## src/hdl/per2axi_pkg.sv

```systemverilog
/*
 * Shared definitions for the interconnect to AXI4 bridge
 * RISC-V atomic codes, AXI atomic codes, request and beat structs
 */

`default_nettype none

package per2axi_pkg;

   // RISC-V A extension function codes, valid when atop[5] is set
   localparam logic [4:0] AMO_LR   = 5'b00010;
   localparam logic [4:0] AMO_SC   = 5'b00011;
   localparam logic [4:0] AMO_SWAP = 5'b00001;
   localparam logic [4:0] AMO_ADD  = 5'b00000;
   localparam logic [4:0] AMO_XOR  = 5'b00100;
   localparam logic [4:0] AMO_AND  = 5'b01100;
   localparam logic [4:0] AMO_OR   = 5'b01000;
   localparam logic [4:0] AMO_MIN  = 5'b10000;
   localparam logic [4:0] AMO_MAX  = 5'b10100;
   localparam logic [4:0] AMO_MINU = 5'b11000;
   localparam logic [4:0] AMO_MAXU = 5'b11100;

   // AXI atomic encodings
   localparam logic [5:0] ATOP_SWAP    = 6'b110000;
   localparam logic [5:0] ATOP_COMPARE = 6'b110001;

   localparam logic [2:0] ATOP_STORE = 3'b010;
   localparam logic [2:0] ATOP_LOAD  = 3'b100;

   localparam logic [2:0] ATOP_ADD  = 3'b000;
   localparam logic [2:0] ATOP_CLR  = 3'b001;
   localparam logic [2:0] ATOP_XOR  = 3'b010;
   localparam logic [2:0] ATOP_SET  = 3'b011;
   localparam logic [2:0] ATOP_SMAX = 3'b100;
   localparam logic [2:0] ATOP_SMIN = 3'b101;
   localparam logic [2:0] ATOP_UMAX = 3'b110;
   localparam logic [2:0] ATOP_UMIN = 3'b111;

   // Interconnect request, we low means write
   typedef struct packed {
      logic [31:0] add;
      logic        we;
      logic [5:0]  atop;
      logic [31:0] wdata;
      logic [3:0]  be;
   } per_req_t;

   // Address beat for both AW and AR
   typedef struct packed {
      logic [31:0] addr;
      logic [2:0]  size;
      logic        lock;
      logic [5:0]  atop;
   } axi_ax_t;

   typedef struct packed {
      logic [63:0] data;
      logic [7:0]  strb;
      logic        last;
   } axi_w_t;

   typedef struct packed {
      logic [31:0] rdata;
      logic        opc;
   } per_resp_t;

endpackage

`default_nettype wire
```

## src/hdl/per2axi.sv

```systemverilog
/*
 * Interconnect to AXI4 bridge top level
 * Request channel, response channel and busy unit
 */

`timescale 1ns/1ps
`default_nettype none

module per2axi #(
   parameter int NB_CORES       = 4,
   parameter int PER_ID_WIDTH   = 5,
   parameter int AXI_ID_WIDTH   = 3,
   parameter int AXI_USER_WIDTH = 6
) (
   input  wire logic                                   clk_i,
   input  wire logic                                   rst_n_i,

   // Interconnect slave
   input  wire logic                                   per_slave_req_i,
   input  wire per2axi_pkg::per_req_t                  per_slave_i,
   input  wire logic [PER_ID_WIDTH-1:0]                per_slave_id_i,
   output logic                                        per_slave_gnt_o,
   output logic                                        per_slave_r_valid_o,
   output per2axi_pkg::per_resp_t                      per_slave_r_o,
   output logic [PER_ID_WIDTH-1:0]                     per_slave_r_id_o,
   input  wire logic [NB_CORES-1:0][AXI_USER_WIDTH-1:0] axi_axuser_i,

   // AXI4 master
   output logic                                        aw_valid_o,
   output per2axi_pkg::axi_ax_t                        aw_o,
   output logic [AXI_ID_WIDTH-1:0]                     aw_id_o,
   output logic [AXI_USER_WIDTH-1:0]                   aw_user_o,
   input  wire logic                                   aw_ready_i,
   output logic                                        w_valid_o,
   output per2axi_pkg::axi_w_t                         w_o,
   input  wire logic                                   w_ready_i,
   output logic                                        ar_valid_o,
   output per2axi_pkg::axi_ax_t                        ar_o,
   output logic [AXI_ID_WIDTH-1:0]                     ar_id_o,
   output logic [AXI_USER_WIDTH-1:0]                   ar_user_o,
   input  wire logic                                   ar_ready_i,
   input  wire logic                                   r_valid_i,
   input  wire logic [63:0]                            r_data_i,
   input  wire logic [AXI_ID_WIDTH-1:0]                r_id_i,
   output logic                                        r_ready_o,
   input  wire logic                                   b_valid_i,
   input  wire logic [AXI_ID_WIDTH-1:0]                b_id_i,
   output logic                                        b_ready_o,

   output logic                                        busy_o
);

   logic                    trans_req;
   logic [AXI_ID_WIDTH-1:0] trans_id;
   logic [31:0]             trans_add;
   logic                    atop_req;
   logic [AXI_ID_WIDTH-1:0] atop_id;
   logic [31:0]             atop_add;
   logic                    resp_fire;

   per2axi_req_channel #(
      .NB_CORES       (NB_CORES),
      .PER_ID_WIDTH   (PER_ID_WIDTH),
      .AXI_ID_WIDTH   (AXI_ID_WIDTH),
      .AXI_USER_WIDTH (AXI_USER_WIDTH)
   ) req_channel_inst (
      .per_slave_req_i (per_slave_req_i),
      .per_slave_i     (per_slave_i),
      .per_slave_id_i  (per_slave_id_i),
      .per_slave_gnt_o (per_slave_gnt_o),
      .axi_axuser_i    (axi_axuser_i),
      .aw_ready_i      (aw_ready_i),
      .w_ready_i       (w_ready_i),
      .ar_ready_i      (ar_ready_i),
      .aw_valid_o      (aw_valid_o),
      .aw_o            (aw_o),
      .aw_id_o         (aw_id_o),
      .aw_user_o       (aw_user_o),
      .w_valid_o       (w_valid_o),
      .w_o             (w_o),
      .ar_valid_o      (ar_valid_o),
      .ar_o            (ar_o),
      .ar_id_o         (ar_id_o),
      .ar_user_o       (ar_user_o),
      .trans_req_o     (trans_req),
      .trans_id_o      (trans_id),
      .trans_add_o     (trans_add),
      .atop_req_o      (atop_req),
      .atop_id_o       (atop_id),
      .atop_add_o      (atop_add)
   );

   per2axi_res_channel #(
      .PER_ID_WIDTH (PER_ID_WIDTH),
      .AXI_ID_WIDTH (AXI_ID_WIDTH)
   ) res_channel_inst (
      .clk_i               (clk_i),
      .rst_n_i             (rst_n_i),
      .r_valid_i           (r_valid_i),
      .r_data_i            (r_data_i),
      .r_id_i              (r_id_i),
      .r_ready_o           (r_ready_o),
      .b_valid_i           (b_valid_i),
      .b_id_i              (b_id_i),
      .b_ready_o           (b_ready_o),
      .trans_req_i         (trans_req),
      .trans_id_i          (trans_id),
      .trans_add_i         (trans_add),
      .atop_req_i          (atop_req),
      .atop_id_i           (atop_id),
      .atop_add_i          (atop_add),
      .per_slave_r_valid_o (per_slave_r_valid_o),
      .per_slave_r_o       (per_slave_r_o),
      .per_slave_r_id_o    (per_slave_r_id_o),
      .resp_fire_o         (resp_fire)
   );

   // Valid is only raised with its ready high, so valid is the handshake
   per2axi_busy_unit #(
      .AXI_ID_WIDTH (AXI_ID_WIDTH)
   ) busy_unit_inst (
      .clk_i       (clk_i),
      .rst_n_i     (rst_n_i),
      .aw_fire_i   (aw_valid_o),
      .ar_fire_i   (ar_valid_o),
      .resp_fire_i (resp_fire),
      .busy_o      (busy_o)
   );

endmodule

`default_nettype wire

```

## src/hdl/per2axi_busy_unit.sv

```systemverilog
/*
 * Busy unit, counts outstanding AXI transactions
 */

`timescale 1ns/1ps
`default_nettype none

module per2axi_busy_unit #(
   parameter int AXI_ID_WIDTH = 3
) (
   input  wire logic clk_i,
   input  wire logic rst_n_i,
   input  wire logic aw_fire_i,
   input  wire logic ar_fire_i,
   input  wire logic resp_fire_i,
   output logic      busy_o
);

   // At most one transaction per ID, one spare bit for headroom
   logic [AXI_ID_WIDTH:0] cnt_q;
   logic [AXI_ID_WIDTH:0] cnt_d;
   logic                  inc;

   assign inc = aw_fire_i | ar_fire_i;

   always_comb begin
      cnt_d = cnt_q;
      case ({inc, resp_fire_i})
         2'b10:   cnt_d = cnt_q + 1'b1;
         2'b01:   cnt_d = cnt_q - 1'b1;
         default: cnt_d = cnt_q;
      endcase
   end

   always_ff @(posedge clk_i or negedge rst_n_i) begin
      if (!rst_n_i) begin
         cnt_q  <= '0;
         busy_o <= 1'b0;
      end else begin
         cnt_q  <= cnt_d;
         busy_o <= (cnt_d != '0);
      end
   end

   // A response always belongs to an earlier address beat
   assert property (@(posedge clk_i) disable iff (!rst_n_i)
      (resp_fire_i && !inc) |-> (cnt_q != '0));

endmodule

`default_nettype wire

```

## src/hdl/per2axi_res_channel.sv

```systemverilog
/*
 * Response channel of the bridge
 * Turns R and B beats into registered interconnect responses
 */

`timescale 1ns/1ps
`default_nettype none

module per2axi_res_channel #(
   parameter int PER_ID_WIDTH = 5,
   parameter int AXI_ID_WIDTH = 3
) (
   input  wire logic                    clk_i,
   input  wire logic                    rst_n_i,

   // AXI read data and write response
   input  wire logic                    r_valid_i,
   input  wire logic [63:0]             r_data_i,
   input  wire logic [AXI_ID_WIDTH-1:0] r_id_i,
   output logic                         r_ready_o,
   input  wire logic                    b_valid_i,
   input  wire logic [AXI_ID_WIDTH-1:0] b_id_i,
   output logic                         b_ready_o,

   // Lane bookkeeping from the request channel
   input  wire logic                    trans_req_i,
   input  wire logic [AXI_ID_WIDTH-1:0] trans_id_i,
   input  wire logic [31:0]             trans_add_i,
   input  wire logic                    atop_req_i,
   input  wire logic [AXI_ID_WIDTH-1:0] atop_id_i,
   input  wire logic [31:0]             atop_add_i,

   // Interconnect response
   output logic                         per_slave_r_valid_o,
   output per2axi_pkg::per_resp_t       per_slave_r_o,
   output logic [PER_ID_WIDTH-1:0]      per_slave_r_id_o,
   output logic                         resp_fire_o
);

   localparam int NB_IDS = 2 ** AXI_ID_WIDTH;

   // Per ID: upper lane bit and atomic with data pending
   logic [NB_IDS-1:0] lane_q;
   logic [NB_IDS-1:0] atop_pend_q;
   logic              r_fire;
   logic              b_fire;
   logic              b_resp;

   // Read data always wins over the write response
   assign r_ready_o = 1'b1;
   assign b_ready_o = ~r_valid_i;

   assign r_fire      = r_valid_i & r_ready_o;
   assign b_fire      = b_valid_i & b_ready_o;
   assign b_resp      = b_fire & ~atop_pend_q[b_id_i];
   assign resp_fire_o = r_fire | b_resp;

   // Flag drops with the absorbed B, so R and B may come in either order
   always_ff @(posedge clk_i or negedge rst_n_i) begin
      if (!rst_n_i) begin
         lane_q      <= '0;
         atop_pend_q <= '0;
      end else begin
         if (b_fire) begin
            atop_pend_q[b_id_i] <= 1'b0;
         end
         if (trans_req_i) begin
            lane_q[trans_id_i] <= trans_add_i[2];
         end
         if (atop_req_i) begin
            lane_q[atop_id_i]      <= atop_add_i[2];
            atop_pend_q[atop_id_i] <= 1'b1;
         end
      end
   end

   always_ff @(posedge clk_i or negedge rst_n_i) begin
      if (!rst_n_i) begin
         per_slave_r_valid_o <= 1'b0;
      end else begin
         per_slave_r_valid_o <= resp_fire_o;
      end
   end

   always_ff @(posedge clk_i) begin
      if (r_fire) begin
         per_slave_r_o    <= '{rdata: lane_q[r_id_i] ? r_data_i[63:32] : r_data_i[31:0],
                               opc: 1'b0};
         per_slave_r_id_o <= PER_ID_WIDTH'(1) << r_id_i;
      end else if (b_resp) begin
         per_slave_r_o    <= '{rdata: 32'h0, opc: 1'b0};
         per_slave_r_id_o <= PER_ID_WIDTH'(1) << b_id_i;
      end
   end

   // One transaction per ID, so no back-to-back pulse for one core
   assert property (@(posedge clk_i) disable iff (!rst_n_i)
      per_slave_r_valid_o |=>
         !(per_slave_r_valid_o && per_slave_r_id_o == $past(per_slave_r_id_o)));

endmodule

`default_nettype wire

```

## src/hdl/per2axi_req_channel.sv

```systemverilog
/*
 * Request channel of the bridge
 * Maps interconnect requests to AW, W and AR beats
 */

`timescale 1ns/1ps
`default_nettype none

module per2axi_req_channel #(
   parameter int NB_CORES       = 4,
   parameter int PER_ID_WIDTH   = 5,
   parameter int AXI_ID_WIDTH   = 3,
   parameter int AXI_USER_WIDTH = 6
) (
   // Interconnect request
   input  wire logic                                   per_slave_req_i,
   input  wire per2axi_pkg::per_req_t                  per_slave_i,
   input  wire logic [PER_ID_WIDTH-1:0]                per_slave_id_i,
   output logic                                        per_slave_gnt_o,
   input  wire logic [NB_CORES-1:0][AXI_USER_WIDTH-1:0] axi_axuser_i,

   // AXI ready levels
   input  wire logic                                   aw_ready_i,
   input  wire logic                                   w_ready_i,
   input  wire logic                                   ar_ready_i,

   // AXI beats
   output logic                                        aw_valid_o,
   output per2axi_pkg::axi_ax_t                        aw_o,
   output logic [AXI_ID_WIDTH-1:0]                     aw_id_o,
   output logic [AXI_USER_WIDTH-1:0]                   aw_user_o,
   output logic                                        w_valid_o,
   output per2axi_pkg::axi_w_t                         w_o,
   output logic                                        ar_valid_o,
   output per2axi_pkg::axi_ax_t                        ar_o,
   output logic [AXI_ID_WIDTH-1:0]                     ar_id_o,
   output logic [AXI_USER_WIDTH-1:0]                   ar_user_o,

   // Lane bookkeeping towards the response channel
   output logic                                        trans_req_o,
   output logic [AXI_ID_WIDTH-1:0]                     trans_id_o,
   output logic [31:0]                                 trans_add_o,
   output logic                                        atop_req_o,
   output logic [AXI_ID_WIDTH-1:0]                     atop_id_o,
   output logic [31:0]                                 atop_add_o
);

   logic [5:0]                awatop;
   logic                      aw_lock;
   logic                      ar_lock;
   logic                      inv_wdata;
   logic [31:0]               wdata;
   logic [2:0]                size;
   logic [AXI_ID_WIDTH-1:0]   bin_id;
   logic [AXI_USER_WIDTH-1:0] user;

   // ******************************
   // Grant and valid
   // ******************************
   assign per_slave_gnt_o = aw_ready_i & ar_ready_i;

   // Valid only with the grant, so no beat waits on a ready
   assign aw_valid_o = per_slave_req_i & ~per_slave_i.we & per_slave_gnt_o & w_ready_i;
   assign w_valid_o  = aw_valid_o;
   assign ar_valid_o = per_slave_req_i & per_slave_i.we & per_slave_gnt_o;

   // ******************************
   // Atomic mapping
   // ******************************
   always_comb begin
      awatop    = '0;
      aw_lock   = 1'b0;
      ar_lock   = 1'b0;
      inv_wdata = 1'b0;
      if (per_slave_i.atop[5]) begin
         case (per_slave_i.atop[4:0])
            per2axi_pkg::AMO_LR:   ar_lock = 1'b1;
            per2axi_pkg::AMO_SC:   aw_lock = 1'b1;
            per2axi_pkg::AMO_SWAP: awatop  = per2axi_pkg::ATOP_SWAP;
            per2axi_pkg::AMO_ADD:  awatop  = {per2axi_pkg::ATOP_LOAD, per2axi_pkg::ATOP_ADD};
            per2axi_pkg::AMO_XOR:  awatop  = {per2axi_pkg::ATOP_LOAD, per2axi_pkg::ATOP_XOR};
            per2axi_pkg::AMO_AND: begin
               // AND done as clear of the inverted operand
               awatop    = {per2axi_pkg::ATOP_LOAD, per2axi_pkg::ATOP_CLR};
               inv_wdata = 1'b1;
            end
            per2axi_pkg::AMO_OR:   awatop  = {per2axi_pkg::ATOP_LOAD, per2axi_pkg::ATOP_SET};
            per2axi_pkg::AMO_MIN:  awatop  = {per2axi_pkg::ATOP_LOAD, per2axi_pkg::ATOP_SMIN};
            per2axi_pkg::AMO_MAX:  awatop  = {per2axi_pkg::ATOP_LOAD, per2axi_pkg::ATOP_SMAX};
            per2axi_pkg::AMO_MINU: awatop  = {per2axi_pkg::ATOP_LOAD, per2axi_pkg::ATOP_UMIN};
            per2axi_pkg::AMO_MAXU: awatop  = {per2axi_pkg::ATOP_LOAD, per2axi_pkg::ATOP_UMAX};
            default: awatop = '0;
         endcase
      end
   end

   // ******************************
   // Data, size, ID and user
   // ******************************
   assign wdata = inv_wdata ? ~per_slave_i.wdata : per_slave_i.wdata;

   always_comb begin
      w_o.last = 1'b1;
      if (per_slave_i.add[2]) begin
         w_o.data = {wdata, 32'h0};
         w_o.strb = {per_slave_i.be, 4'h0};
      end else begin
         w_o.data = {32'h0, wdata};
         w_o.strb = {4'h0, per_slave_i.be};
      end
   end

   always_comb begin
      case (per_slave_i.be)
         4'b0011, 4'b0110, 4'b1100: size = 3'd1;
         4'b1111:                   size = 3'd2;
         default:                   size = 3'd0;
      endcase
   end

   // One-hot to binary, highest set bit wins
   always_comb begin
      bin_id = '0;
      for (int i = 0; i < PER_ID_WIDTH; i++) begin
         if (per_slave_id_i[i]) begin
            bin_id = AXI_ID_WIDTH'(i);
         end
      end
      user = '0;
      for (int c = 0; c < NB_CORES; c++) begin
         if (bin_id == AXI_ID_WIDTH'(c)) begin
            user = axi_axuser_i[c];
         end
      end
   end

   assign aw_o      = '{addr: per_slave_i.add, size: size, lock: aw_lock, atop: awatop};
   assign ar_o      = '{addr: per_slave_i.add, size: size, lock: ar_lock, atop: 6'h0};
   assign aw_id_o   = bin_id;
   assign ar_id_o   = bin_id;
   assign aw_user_o = user;
   assign ar_user_o = user;

   // Reads and data-returning atomics both need the lane later
   assign trans_req_o = ar_valid_o;
   assign trans_id_o  = bin_id;
   assign trans_add_o = per_slave_i.add;
   assign atop_req_o  = aw_valid_o & (|awatop) & (awatop[5:3] != per2axi_pkg::ATOP_STORE);
   assign atop_id_o   = bin_id;
   assign atop_add_o  = per_slave_i.add;

endmodule

`default_nettype wire

```

## config.mk

```make
export PLATFORM = sky130hd
export DESIGN_NAME = per2axi
export DESIGN_NICKNAME = d
export VERILOG_FILES = /design/src/hdl/per2axi_pkg.sv /design/src/hdl/per2axi.sv /design/src/hdl/per2axi_busy_unit.sv /design/src/hdl/per2axi_res_channel.sv /design/src/hdl/per2axi_req_channel.sv
export SDC_FILE = /design/constraint.sdc
export NUM_CORES = 1
export LEC_CHECK = 0
export BUFFER_PORTS_ARGS = -buffer_cell sky130_fd_sc_hd__buf_2
export CAP_MARGIN = 20
export CORE_AREA = 2 2 158 160
export DETAILED_ROUTE_END_ITERATION = 6
export DIE_AREA = 0 0 160 162
export PLACE_DENSITY_LB_ADDON = 0.12
export REMOVE_ABC_BUFFERS = 1
export SYNTH_ARGS = -nofsm -noshare
export SYNTH_HDL_FRONTEND = slang
export SYNTH_SLANG_ARGS = --single-unit
```

## constraint.sdc

```tcl
create_clock -name clk_i -period 3.3 [get_ports clk_i]
set_input_delay 0.825 -clock clk_i [delete_from_list [all_inputs] [get_ports clk_i]]
set_output_delay 0.825 -clock clk_i [all_outputs]
set_load 0.01 [all_outputs]
```

==> Word level (Yosys, flattened, before mapping) <==
Cells that the tools add are included.
{ "totals": {"output_inout_bits": 221, "reg_bits": 59} }
{ "classes": {"n_eq_ne": 20, "add_sub_neg": 2, "muxes": 39, "order_cmp": 5, "n_bitwise": 19, "n_shift": 2, "reduce_logical": 8} }
{ "ops": {"columns": ["operator", "n"], "rows": [
  ["72-bit 2-to-1 mux", 1],
  ["33-bit 2-to-1 mux", 2],
  ["32-bit 2-to-1 mux", 2],
  ["6-bit case mux with 9 select lines", 1],
  ["8-bit 2-to-1 mux", 4],
  ["32-bit inverter", 1],
  ["6-bit 2-to-1 mux", 5],
  ["5-bit == test, second input constant", 4],
  ["8-bit bitwise mux", 2],
  ["3-bit by 4-bit < comparator with 1-bit output, second input constant", 3],
  ["1-bit 2-to-1 mux", 11],
  ["1-bit bitwise AND", 10],
  ["5-bit by 2-bit == test with 1-bit output, second input constant", 2],
  ["5-bit by 4-bit == test with 1-bit output, second input constant", 2],
  ["5-bit 2-to-1 mux", 2],
  ["1-bit by 3-bit << shifter with 5-bit output, first input constant", 2],
  ["8-bit bitwise AND", 1],
  ["4-bit == test, second input constant", 2],
  ["8-bit inverter", 1],
  ["8-bit bitwise OR", 1],
  ["4-bit case mux with 2 select lines", 1],
  ["1-bit binary-select mux with 3-bit select", 2],
  ["1-bit demux with 3-bit select", 2],
  ["3-bit by 2-bit == test with 1-bit output, second input constant", 2],
  ["other kinds (23)", 29]
]} }

==> Longest topological paths before layout <==
Gate-level depths: netlist (run 1).
{ "logic_depth": {"ltp_word": 12, "mapped_depth": 11, "mapped_depth_nobuf": 11} }

==> By module <==
Synthesis (run 1) repeated with hierarchy kept, for this count alone.
{ "unflattened": {"cells_unflattened": 739, "area_unflattened_um2": 6437.4} }
{ "by_module_without_submodules": {"columns": ["mod", "cells_each", "seq_area_each_um2", "instances", "area_per_inst_um2"], "rows": [
  ["per2axi_req_channel", 451, 0.0, 1, 3240.6],
  ["per2axi_res_channel", 254, 1536.5, 1, 2869.0],
  ["per2axi_busy_unit", 34, 125.1, 1, 327.8]
]} }

==> Worst setup path before layout (run 1) <==
OpenSTA, ideal clock, no wires.
{ "synth_timing": {"path_type": "in2reg", "start": "input port b_id_i[1]", "end": "register busy_unit_inst.busy_o", "t_required_ns": 3.168, "setup_ns": 0.132, "path_buffers": 0, "t_arrival_ns": 3.770, "slack_ns": -0.602, "cell_stages": 11, "path_cell_list": "mux4_2 > mux2i_1 > nand2_1 > nand2_1 > ha_1 > inv_1 > fa_1 > nor2b_1 > a21oi_1 > nor3b_1 > mux2i_1"} }
{ "synth_via": {"elab_chain_len": 8, "word_cells_on_any_way": 9, "classes_between": "2 x eq/ne; 3 x mux; 3 x bitwise; 1 x reduce/logical"} }
{ "synth_rtl": {"columns": ["item", "line_no", "source"], "rows": [
  ["start: declaration", "per2axi.sv:47", "input wire logic [AXI_ID_WIDTH-1:0] b_id_i,"],
  ["1-bit binary-select mux with 3-bit select *", "per2axi_res_channel.sv:55", "assign b_resp = b_fire & ~atop_pend_q[b_id_i];"],
  ["1-bit 2-to-1 mux (not written as such) *", "per2axi_res_channel.sv:55", null],
  ["1-bit inverter *", "per2axi_res_channel.sv:55", null],
  ["1-bit bitwise AND *", "per2axi_res_channel.sv:55", null],
  ["1-bit bitwise OR *", "per2axi_res_channel.sv:56", "assign resp_fire_o = r_fire | b_resp;"],
  ["named net busy_unit_inst.resp_fire_i", "per2axi_busy_unit.sv:15", "input wire logic resp_fire_i,"],
  ["2-bit by 1-bit == test with 1-bit output or 2-bit == test (tied branches)", "per2axi_busy_unit.sv:28", "case ({inc, resp_fire_i})"],
  ["4-bit case mux with 2 select lines *", "per2axi_busy_unit.sv:28", null],
  ["4-bit nonzero test *", "per2axi_busy_unit.sv:41", "busy_o <= (cnt_d != '0);"],
  ["end signal: assignment", "per2axi_busy_unit.sv:41", null],
  ["end: declaration", "per2axi_busy_unit.sv:16", "output logic busy_o"]
]} }
Mark *: on every way through the listed nets, which the timed path passes. The rest lies on a longest branch. The select of a mux whose other input is x is not followed.
A chain may end at the register's enable or synchronous reset.

==> results.tsv, run 1 <==
stage	metric	value	unit
status	status	complete, no violations	
detailed_routing	max layer used	met5	
power_and_ir_drop	clock power share	37.7	%
placement	Port Buffer Count	296	
floorplanning	Core Region	24110	µm²
floorplanning	I/O pin total	403	
sta	Final Hold Vio Count	0	
logic_synthesis	Avg Inst Size Synth	8.728	µm²
logic_synthesis	Synth Area in Adders	1.247	%
layout	Net count, final	922	
cts	CTS buffer count	9	
logic_synthesis	register area share after synthesis	35.99	%
placement	DP Area	5829	µm²
layout	Util after Layout	25.50	%
setup_path	CP Data Required Time	2470	ps
global_route	GRT Total Usage	12.10	%
cts	worst skew pair latency	320	ps
logic_synthesis	EDFF count, synth	37	
layout	Area Overhead vs Synth	33.14	%
logic_synthesis	most frequent cells after synthesis	91 x buf_4, 55 x nor2_1, 49 x nand2_1	
cts	CTS H-tree depth	3	
sta	worst slew pin tran	684.0	ps
placement	hpwl dp	13.36	mm
sta	Max Clock Freq	0.3307	GHz
logic_synthesis	main combinational cell family by area after synthesis	simple AND/OR/NAND/NOR gates	
layout	multi-input logic area	2126	µm²
layout	filler instances	2751	
cts	Clock Path Buffers	2	
floorplanning	chip height	162	µm
detailed_routing	routed length on met3	2.328	mm
detailed_routing	DR vias/cell	4.014	
power_and_ir_drop	Sequential Power Share	35.4	%
cts	Clock Sink Count	59	
floorplanning	Core Rows	57	
layout	fin area	6147	µm²
detailed_routing	wire length on met2	7.280	mm
detailed_routing	post-route antenna net violation count	0	
setup_path	critical setup path kind	input port to output pin	
detailed_routing	wire per inst	15.56	µm
logic_synthesis	Mapped Cells	529	
sta	slew margin rel.	54.40	%
sta	unrepaired setup endpoints after global routing	false	
cts	CTS tree	done	
global_route	global-route wire length before repair	24.41	mm
power_and_ir_drop	Internal	1.863	mW
logic_synthesis	Post-Syn Area	4617	µm²
setup_path	CP Capture Type	output pin	
detailed_routing	Post-Route WL	16.57	mm
layout	Seq. cell area	1662	µm²
detailed_routing	via count	4275	
logic_synthesis	Synth area leaders	edfxtp_1 24%, buf_4 15%, dfrtp_1 12%	
logic_synthesis	Synth Warn #	0	
logic_synthesis	top_reg_cell synth	edfxtp_1	
setup_path	Arr. time, crit path	2200	ps
logic_synthesis	Post-synth ARST share	37.29	%
logic_synthesis	#FFs+latches synth	59	
logic_synthesis	most common cell in the netlist	buf_4	
power_and_ir_drop	Psw	0.7480	mW
detailed_routing	router iterations before antenna repair	4	
cts	hold_buf cts	0	
global_route	number of global-route vias before repair	4224	
power_and_ir_drop	switch share	28.64	%
logic_synthesis	cell taking the most area after synthesis	edfxtp_1	
logic_synthesis	Synth Area in Compound Gates	8.184	%
placement	GPL Wtd Cong	0.7136	
sta	Tmin final	3024	ps
global_route	pin count of the biggest net entering global routing	70	
sta	crit share post-route	91.63	%
setup_path	Crit-path slowest cell	nand4bb_2	
logic_synthesis	xor/xnor share of the synthesized area	7.019	%
sta	# setup viols final	0	
detailed_routing	M1 wire length	6.748	mm
floorplanning	Horiz. Die Dim	160	µm
setup_path	Top cell by count, worst path	buf_2	
global_route	initial antenna violation count	0	
logic_synthesis	simple-gate share of the synthesized area	20.92	%
cts	post_cts resized	0	
setup_path	CP max stage delay	250	ps
setup_path	worst-path fanout max	19	
logic_synthesis	top cell type's share of synthesized area	24.07	%
cts	clk root buf	clkbuf_16	
cts	Post CTS Setup Buffer Count	0	
setup_path	crit-path cells	buf_2 > nand2b_1 > nand4bb_2 > buf_4 > xor2_1 > nor2b_1 > buf_2	
floorplanning	die area	25920	µm²
power_and_ir_drop	Worst VDD drop	0.1904	mV
flow_run	total of max-cap violations	0	
sta	Min Hold Slack	364.3	ps
layout	n_diodes	0	
logic_synthesis	mux cell area share after synthesis	7.534	%
setup_path	crit path launch type	input port	
worst_hold_path	Hold Crit Class	register to register	
global_route	grt total ovfl	0	
sta	Pins Over Slew Limit	0	
detailed_routing	drc violations	0	
cts	CTS clock-pin slew for the worst setup and hold paths	50	ps
power_and_ir_drop	Static Leak	3.093	nW
setup_path	Top Family by Delay on Critical Path	simple AND/OR/NAND/NOR gates	
detailed_routing	DR iter-0 viols	126	
power_and_ir_drop	Logic pwr share	27.0	%
logic_synthesis	Synth cell types	50	
floorplanning	Starting Density	19.15	%
sta	Worst Skew	6.485	ps
setup_path	CP bufs+invs	3	
power_and_ir_drop	PwrDens	424.8	nW/µm²
layout	share of cells above drive strength 1	45.75	%
[worst reg2reg max path, delay by kind of cell (launching register included)]
family / cells / cell delay, ps
flip-flops: 1 / 370
multiplexers: 3 / 690
adder cells (fa/ha/maj): 2 / 680
buffers and inverters: 1 / 70
AND/OR/NAND/NOR: 4 / 560
AO/OA/AOI/OAI: 1 / 110
[layout by cell type (no fill, tap or decap), types with 4 or more instances in the layout]
cell,synthesis,final
a21oi_1,5,5
and2_1,5,5
buf_2,3,296
buf_4,91,13
clkbuf_16,0,9
clkbuf_8,0,4
conb_1,2,12
dfrtp_1,22,22
edfxtp_1,37,37
inv_1,9,9
mux2_2,6,6
mux2i_1,16,16
nand2_1,49,48
nand3_1,36,36
nor2_1,55,55
nor2b_1,38,38
o21a_1,4,4
o21ai_0,37,37
o21ai_1,8,8
xnor2_1,4,4
xor2_1,33,33
[final cells by class]
type / instances / area share (%)
repair buffers: 310 / 26.01
clock inverters: 1 / 0.4885
flip-flops and latches: 59 / 27.03
inverters: 10 / 0.6106
clock buffers: 15 / 4.681
multi-input cells: 346 / 34.58
well taps: 324 / 6.595
[cell families (layout without fill, tap and decap cells)]
| group | Yosys count | in the layout |
|---|---|---|
| other cells | 2 | 12 |
| simple gates | 201 | 201 |
| compound gates | 65 | 65 |
| flops | 59 | 59 |
| buf+inv | 134 | 336 |
| xor+xnor | 37 | 37 |
| mux | 27 | 27 |
| fa+ha+maj | 4 | 4 |
[flip-flops by register name (all words and copies together), names as in the netlist]
| signal | count |
|---|---|
| res_channel_inst.per_slave_r_o | 32 |
| res_channel_inst.atop_pend_q | 8 |
| res_channel_inst.lane_q | 8 |
| res_channel_inst.per_slave_r_id_o | 5 |
| busy_unit_inst.cnt_q | 4 |
| busy_unit_inst.busy_o | 1 |
| res_channel_inst.per_slave_r_valid_o | 1 |
[power groups by stage]
stage	registers [mW]	logic (mW)	clock network (mW)
3_3_place_gp	0.941	0.724	0
6_report	0.924	0.705	0.983
4_1_cts	0.925	0.722	1.02
5_1_grt	0.933	0.793	1.05
3_5_place_dp	0.938	0.721	0
2_1_floorplan	0.961	0.342	0
[per-layer routing]
metal,track usage (%),up-vias
li1,-,2085
met4,2.416,4
met1,14.37,1884
met2,18.60,288
met3,7.201,14
met5,3.409,-
[metrics by stage]
stage	std cells	setup slack [ps]	total power [mW]	setup TNS, ps
final	1065	276.2	2.611	0
after global routing	1065	196.0	2.773	0
after CTS	1065	233.6	2.667	0
after detailed placement	1049	40.47	1.660	0
after global placement	1049	50.53	1.664	0
after floorplan	415	-602.3	1.303	-38260
[worst paths after layout]
kind                                            startpoint                              endpoint  slack [ps]  cells after the start
max in group asynchronous                          rst_n_i  res_channel_inst.per_slave_r_valid_o        2470                      1
hold reg to reg                 res_channel_inst.lane_q[5]            res_channel_inst.lane_q[5]         360                      0
setup / recovery                           per_slave_i[37]                               w_o[53]         280                      7
hold / removal                  res_channel_inst.lane_q[5]            res_channel_inst.lane_q[5]         360                      0
setup reg to reg           res_channel_inst.atop_pend_q[7]                 busy_unit_inst.busy_o         690                     11
min in group asynchronous                          rst_n_i       res_channel_inst.atop_pend_q[7]         480                      1
(Power assumes the default switching activity.)
==> inputs of run 2 (changes only) <==
Settings changed: CORE_AREA 2 2 158 160 to 2 2 155 157, DIE_AREA 0 0 160 162 to 0 0 157 159, SYNTH_HIERARCHICAL set to 1.
==> run 2 against run 1 <==
Net effect:
- synthesized cell count is 28% higher
- clock skew is 0.56 ps lower
- total power is 7.2% higher
- clock power is 0.9% lower
- register-to-register slack hardly changed
- area after synthesis is 29% higher
- die area is 3.7% lower
- maximum frequency is 2.1% lower
- sequential power is 4.0% higher
- combinational power is 22% higher
- critical path type unchanged
==> results.tsv, run 2 <==
stage	metric	value	unit	change
flow_run	total of max-cap violations	0		unchanged
floorplanning	die area	24960	µm²	-3.7%
detailed_routing	DR vias/cell	4.263		+6.2%
setup_path	Top Family by Delay on Critical Path	buffers and inverters		
sta	Tmin final	3089	ps	+65.16 ps
cts	Clock Path Buffers	2		unchanged
layout	fin area	7377	µm²	+20%
detailed_routing	drc violations	0		unchanged
placement	DP Area	7069	µm²	+21%
cts	CTS buffer count	9		unchanged
layout	max reg flops	32		unchanged
status	status	complete, no violations		
placement	Port Buffer Count	296		unchanged
power_and_ir_drop	Static Leak	3.797	nW	+23%
sta	min setup slack post-route	211.0	ps	-65.16 ps
sta	setup tns final	0	ps	unchanged
global_route	grt total ovfl	0		unchanged
layout	share of cells above drive strength 1	43.26	%	-2.5 points
sta	Max Clock Freq	0.3237	GHz	-2.1%
sta	Worst Skew	5.927	ps	-0.5573 ps
global_route	met1 Track Usage GR	18.51	%	+4.1 points
detailed_routing	via count	5124		+20%
cts	CTS clock-pin slew for the worst setup and hold paths	50	ps	about the same
global_route	GRT Total Usage	14.37	%	+2.3 points
global_route	busiest grt layer	met2		
cts	clk root buf	clkbuf_16		
sta	# setup viols final	0		unchanged
setup_path	Arr. time, crit path	2260	ps	+60 ps
cts	CTS tree	done		
detailed_routing	Post-Route WL	19.17	mm	+16%
worst_hold_path	Hold Crit Class	input port to asynchronous set/reset pin		
sta	slew margin rel.	52.87	%	-1.5 points
sta	Min Hold Slack	479.7	ps	+115.4 ps
cts	Post CTS Setup Buffer Count	0		unchanged
setup_path	CP Data Required Time	2470	ps	about the same
setup_path	Crit-path slowest cell	mux2_4		
setup_path	CP Capture Type	output pin		
global_route	global-route wire length before repair	27.63	mm	+13%
layout	Regs by FF count	res_channel_inst/per_slave_r_o: 32 flops, res_channel_inst/atop_pend_q: 8 flops, res_channel_inst/lane_q: 8 flops		
layout	Area Overhead vs Synth	23.53	%	
layout	Net count, final	1063		+15%
setup_path	Top cell by count, worst path	buf_2		
global_route	met2 usage	19.38	%	+0.78 points
layout	count of non-filler cells in the finished layout	1202		+13%
floorplanning	Core Rows	56		-1.8%
floorplanning	Core Region	23190	µm²	-3.8%
detailed_routing	wire per inst	15.94	µm	+2.5%
layout	Largest Register	res_channel_inst/per_slave_r_o		
sta	Pins Over Slew Limit	0		unchanged
sta	Final Hold Vio Count	0		unchanged
power_and_ir_drop	total power	2.799	mW	+7.2%
setup_path	CP max stage delay	330	ps	+80 ps
detailed_routing	post-route antenna net violation count	0		unchanged
setup_path	crit-path cells	buf_2 > nor3b_2 > and3_4 > buf_4 > mux2_4 > buf_2		
cts	worst skew pair latency	320	ps	about the same
layout	commonest non-fill, non-tap cell in the layout	buf_2		
global_route	initial antenna violation count	0		unchanged
detailed_routing	router iterations before antenna repair	4		unchanged
placement	hpwl dp	15.19	mm	+14%
floorplanning	I/O pin total	403		unchanged
placement	GPL Wtd Cong	0.7357		+3.1%
cts	CTS H-tree depth	3		unchanged
cts	Clock Sink Count	59		unchanged
floorplanning	Horiz. Die Dim	157	µm	-1.9%
floorplanning	Starting Density	25.75	%	+6.6 points
layout	n_diodes	0		unchanged
setup_path	CP bufs+invs	3		unchanged
logic_synthesis	Mapped Cells	677		+28%
sta	crit share post-route	93.61	%	+2.0 points
logic_synthesis	Synth Warn #	6		+6
layout	Util after Layout	31.81	%	+6.3 points
sta	unrepaired setup endpoints after global routing	false		
power_and_ir_drop	PwrDens	379.4	nW/µm²	-11%
cts	hold_buf cts	0		unchanged
placement	placed cells	1186		+13%
global_route	number of global-route vias before repair	4772		+13%
layout	commonest cells after routing, fill and taps aside	295 x buf_2, 112 x nand2_1, 79 x mux2i_1, 59 x nor2_1, 45 x nor2b_1		
setup_path	critical setup path kind	input port to output pin		
floorplanning	chip height	159	µm	-1.9%
detailed_routing	DR iter-0 viols	258		+100%
global_route	GR Util met3	9.962	%	+2.8 points
global_route	pin count of the biggest net entering global routing	76		+8.6%
logic_synthesis	Avg Inst Size Synth	8.821	µm²	+1.1%
power_and_ir_drop	Worst VDD drop	0.2163	mV	+14%
setup_path	worst-path fanout max	16		-3
placement	Place WS	-19.86	ps	-60.33 ps
sta	worst slew pin tran	707.0	ps	+22.96 ps
setup_path	crit path launch type	input port		
logic_synthesis	Post-Syn Area	5972	µm²	+29%
cts	post_cts resized	0		unchanged
-- run 2: worst register-to-register path, delay by kind of cell (launching register included) --
family	cells	cell delay (ps)
compound gates	3	640
xor+xnor	3	470
fa+ha+maj	2	400
flops	1	340
mux	2	550
simple gates	1	70
-- run 2: area by class of cell --
class / count / area [µm²]
clock buffers: 9 / 225.2
clock inverters: 7 / 82.58
fillers: 2542 / 15820
inverters: 10 / 37.54
multi-input cells: 477 / 3249
flip-flops and latches: 59 / 1662
well taps: 319 / 399.1
repair buffers: 321 / 1722
-- run 2: worst paths after layout --
path	startpoint	endpoint	slack, ps	cells after the start
hold reg to reg	res_channel_inst/atop_pend_q[2]	res_channel_inst/atop_pend_q[2]	510	2
hold / removal	rst_n_i	res_channel_inst/per_slave_r_valid_o	480	1
max in group asynchronous	rst_n_i	res_channel_inst/atop_pend_q[6]	2450	1
setup / recovery	per_slave_i[36]	w_o[25]	210	6
setup reg to reg	res_channel_inst/atop_pend_q[7]	busy_unit_inst/busy_o	700	11
min in group clk_i	res_channel_inst/atop_pend_q[2]	res_channel_inst/atop_pend_q[2]	510	2
-- run 2: power breakdown --
group | internal, mW | switching, mW
clock network | 0.651 | 0.324
logic | 0.410 | 0.454
registers | 0.906 | 0.0547
total | 1.97 | 0.832
-- run 2: routing by layer --
metal / vias up / routed length (µm)
met5: - / 102
met3: 11 / 3070
met1: 2258 / 8488
li1: 2558 / -
met2: 295 / 7364
met4: 2 / 139
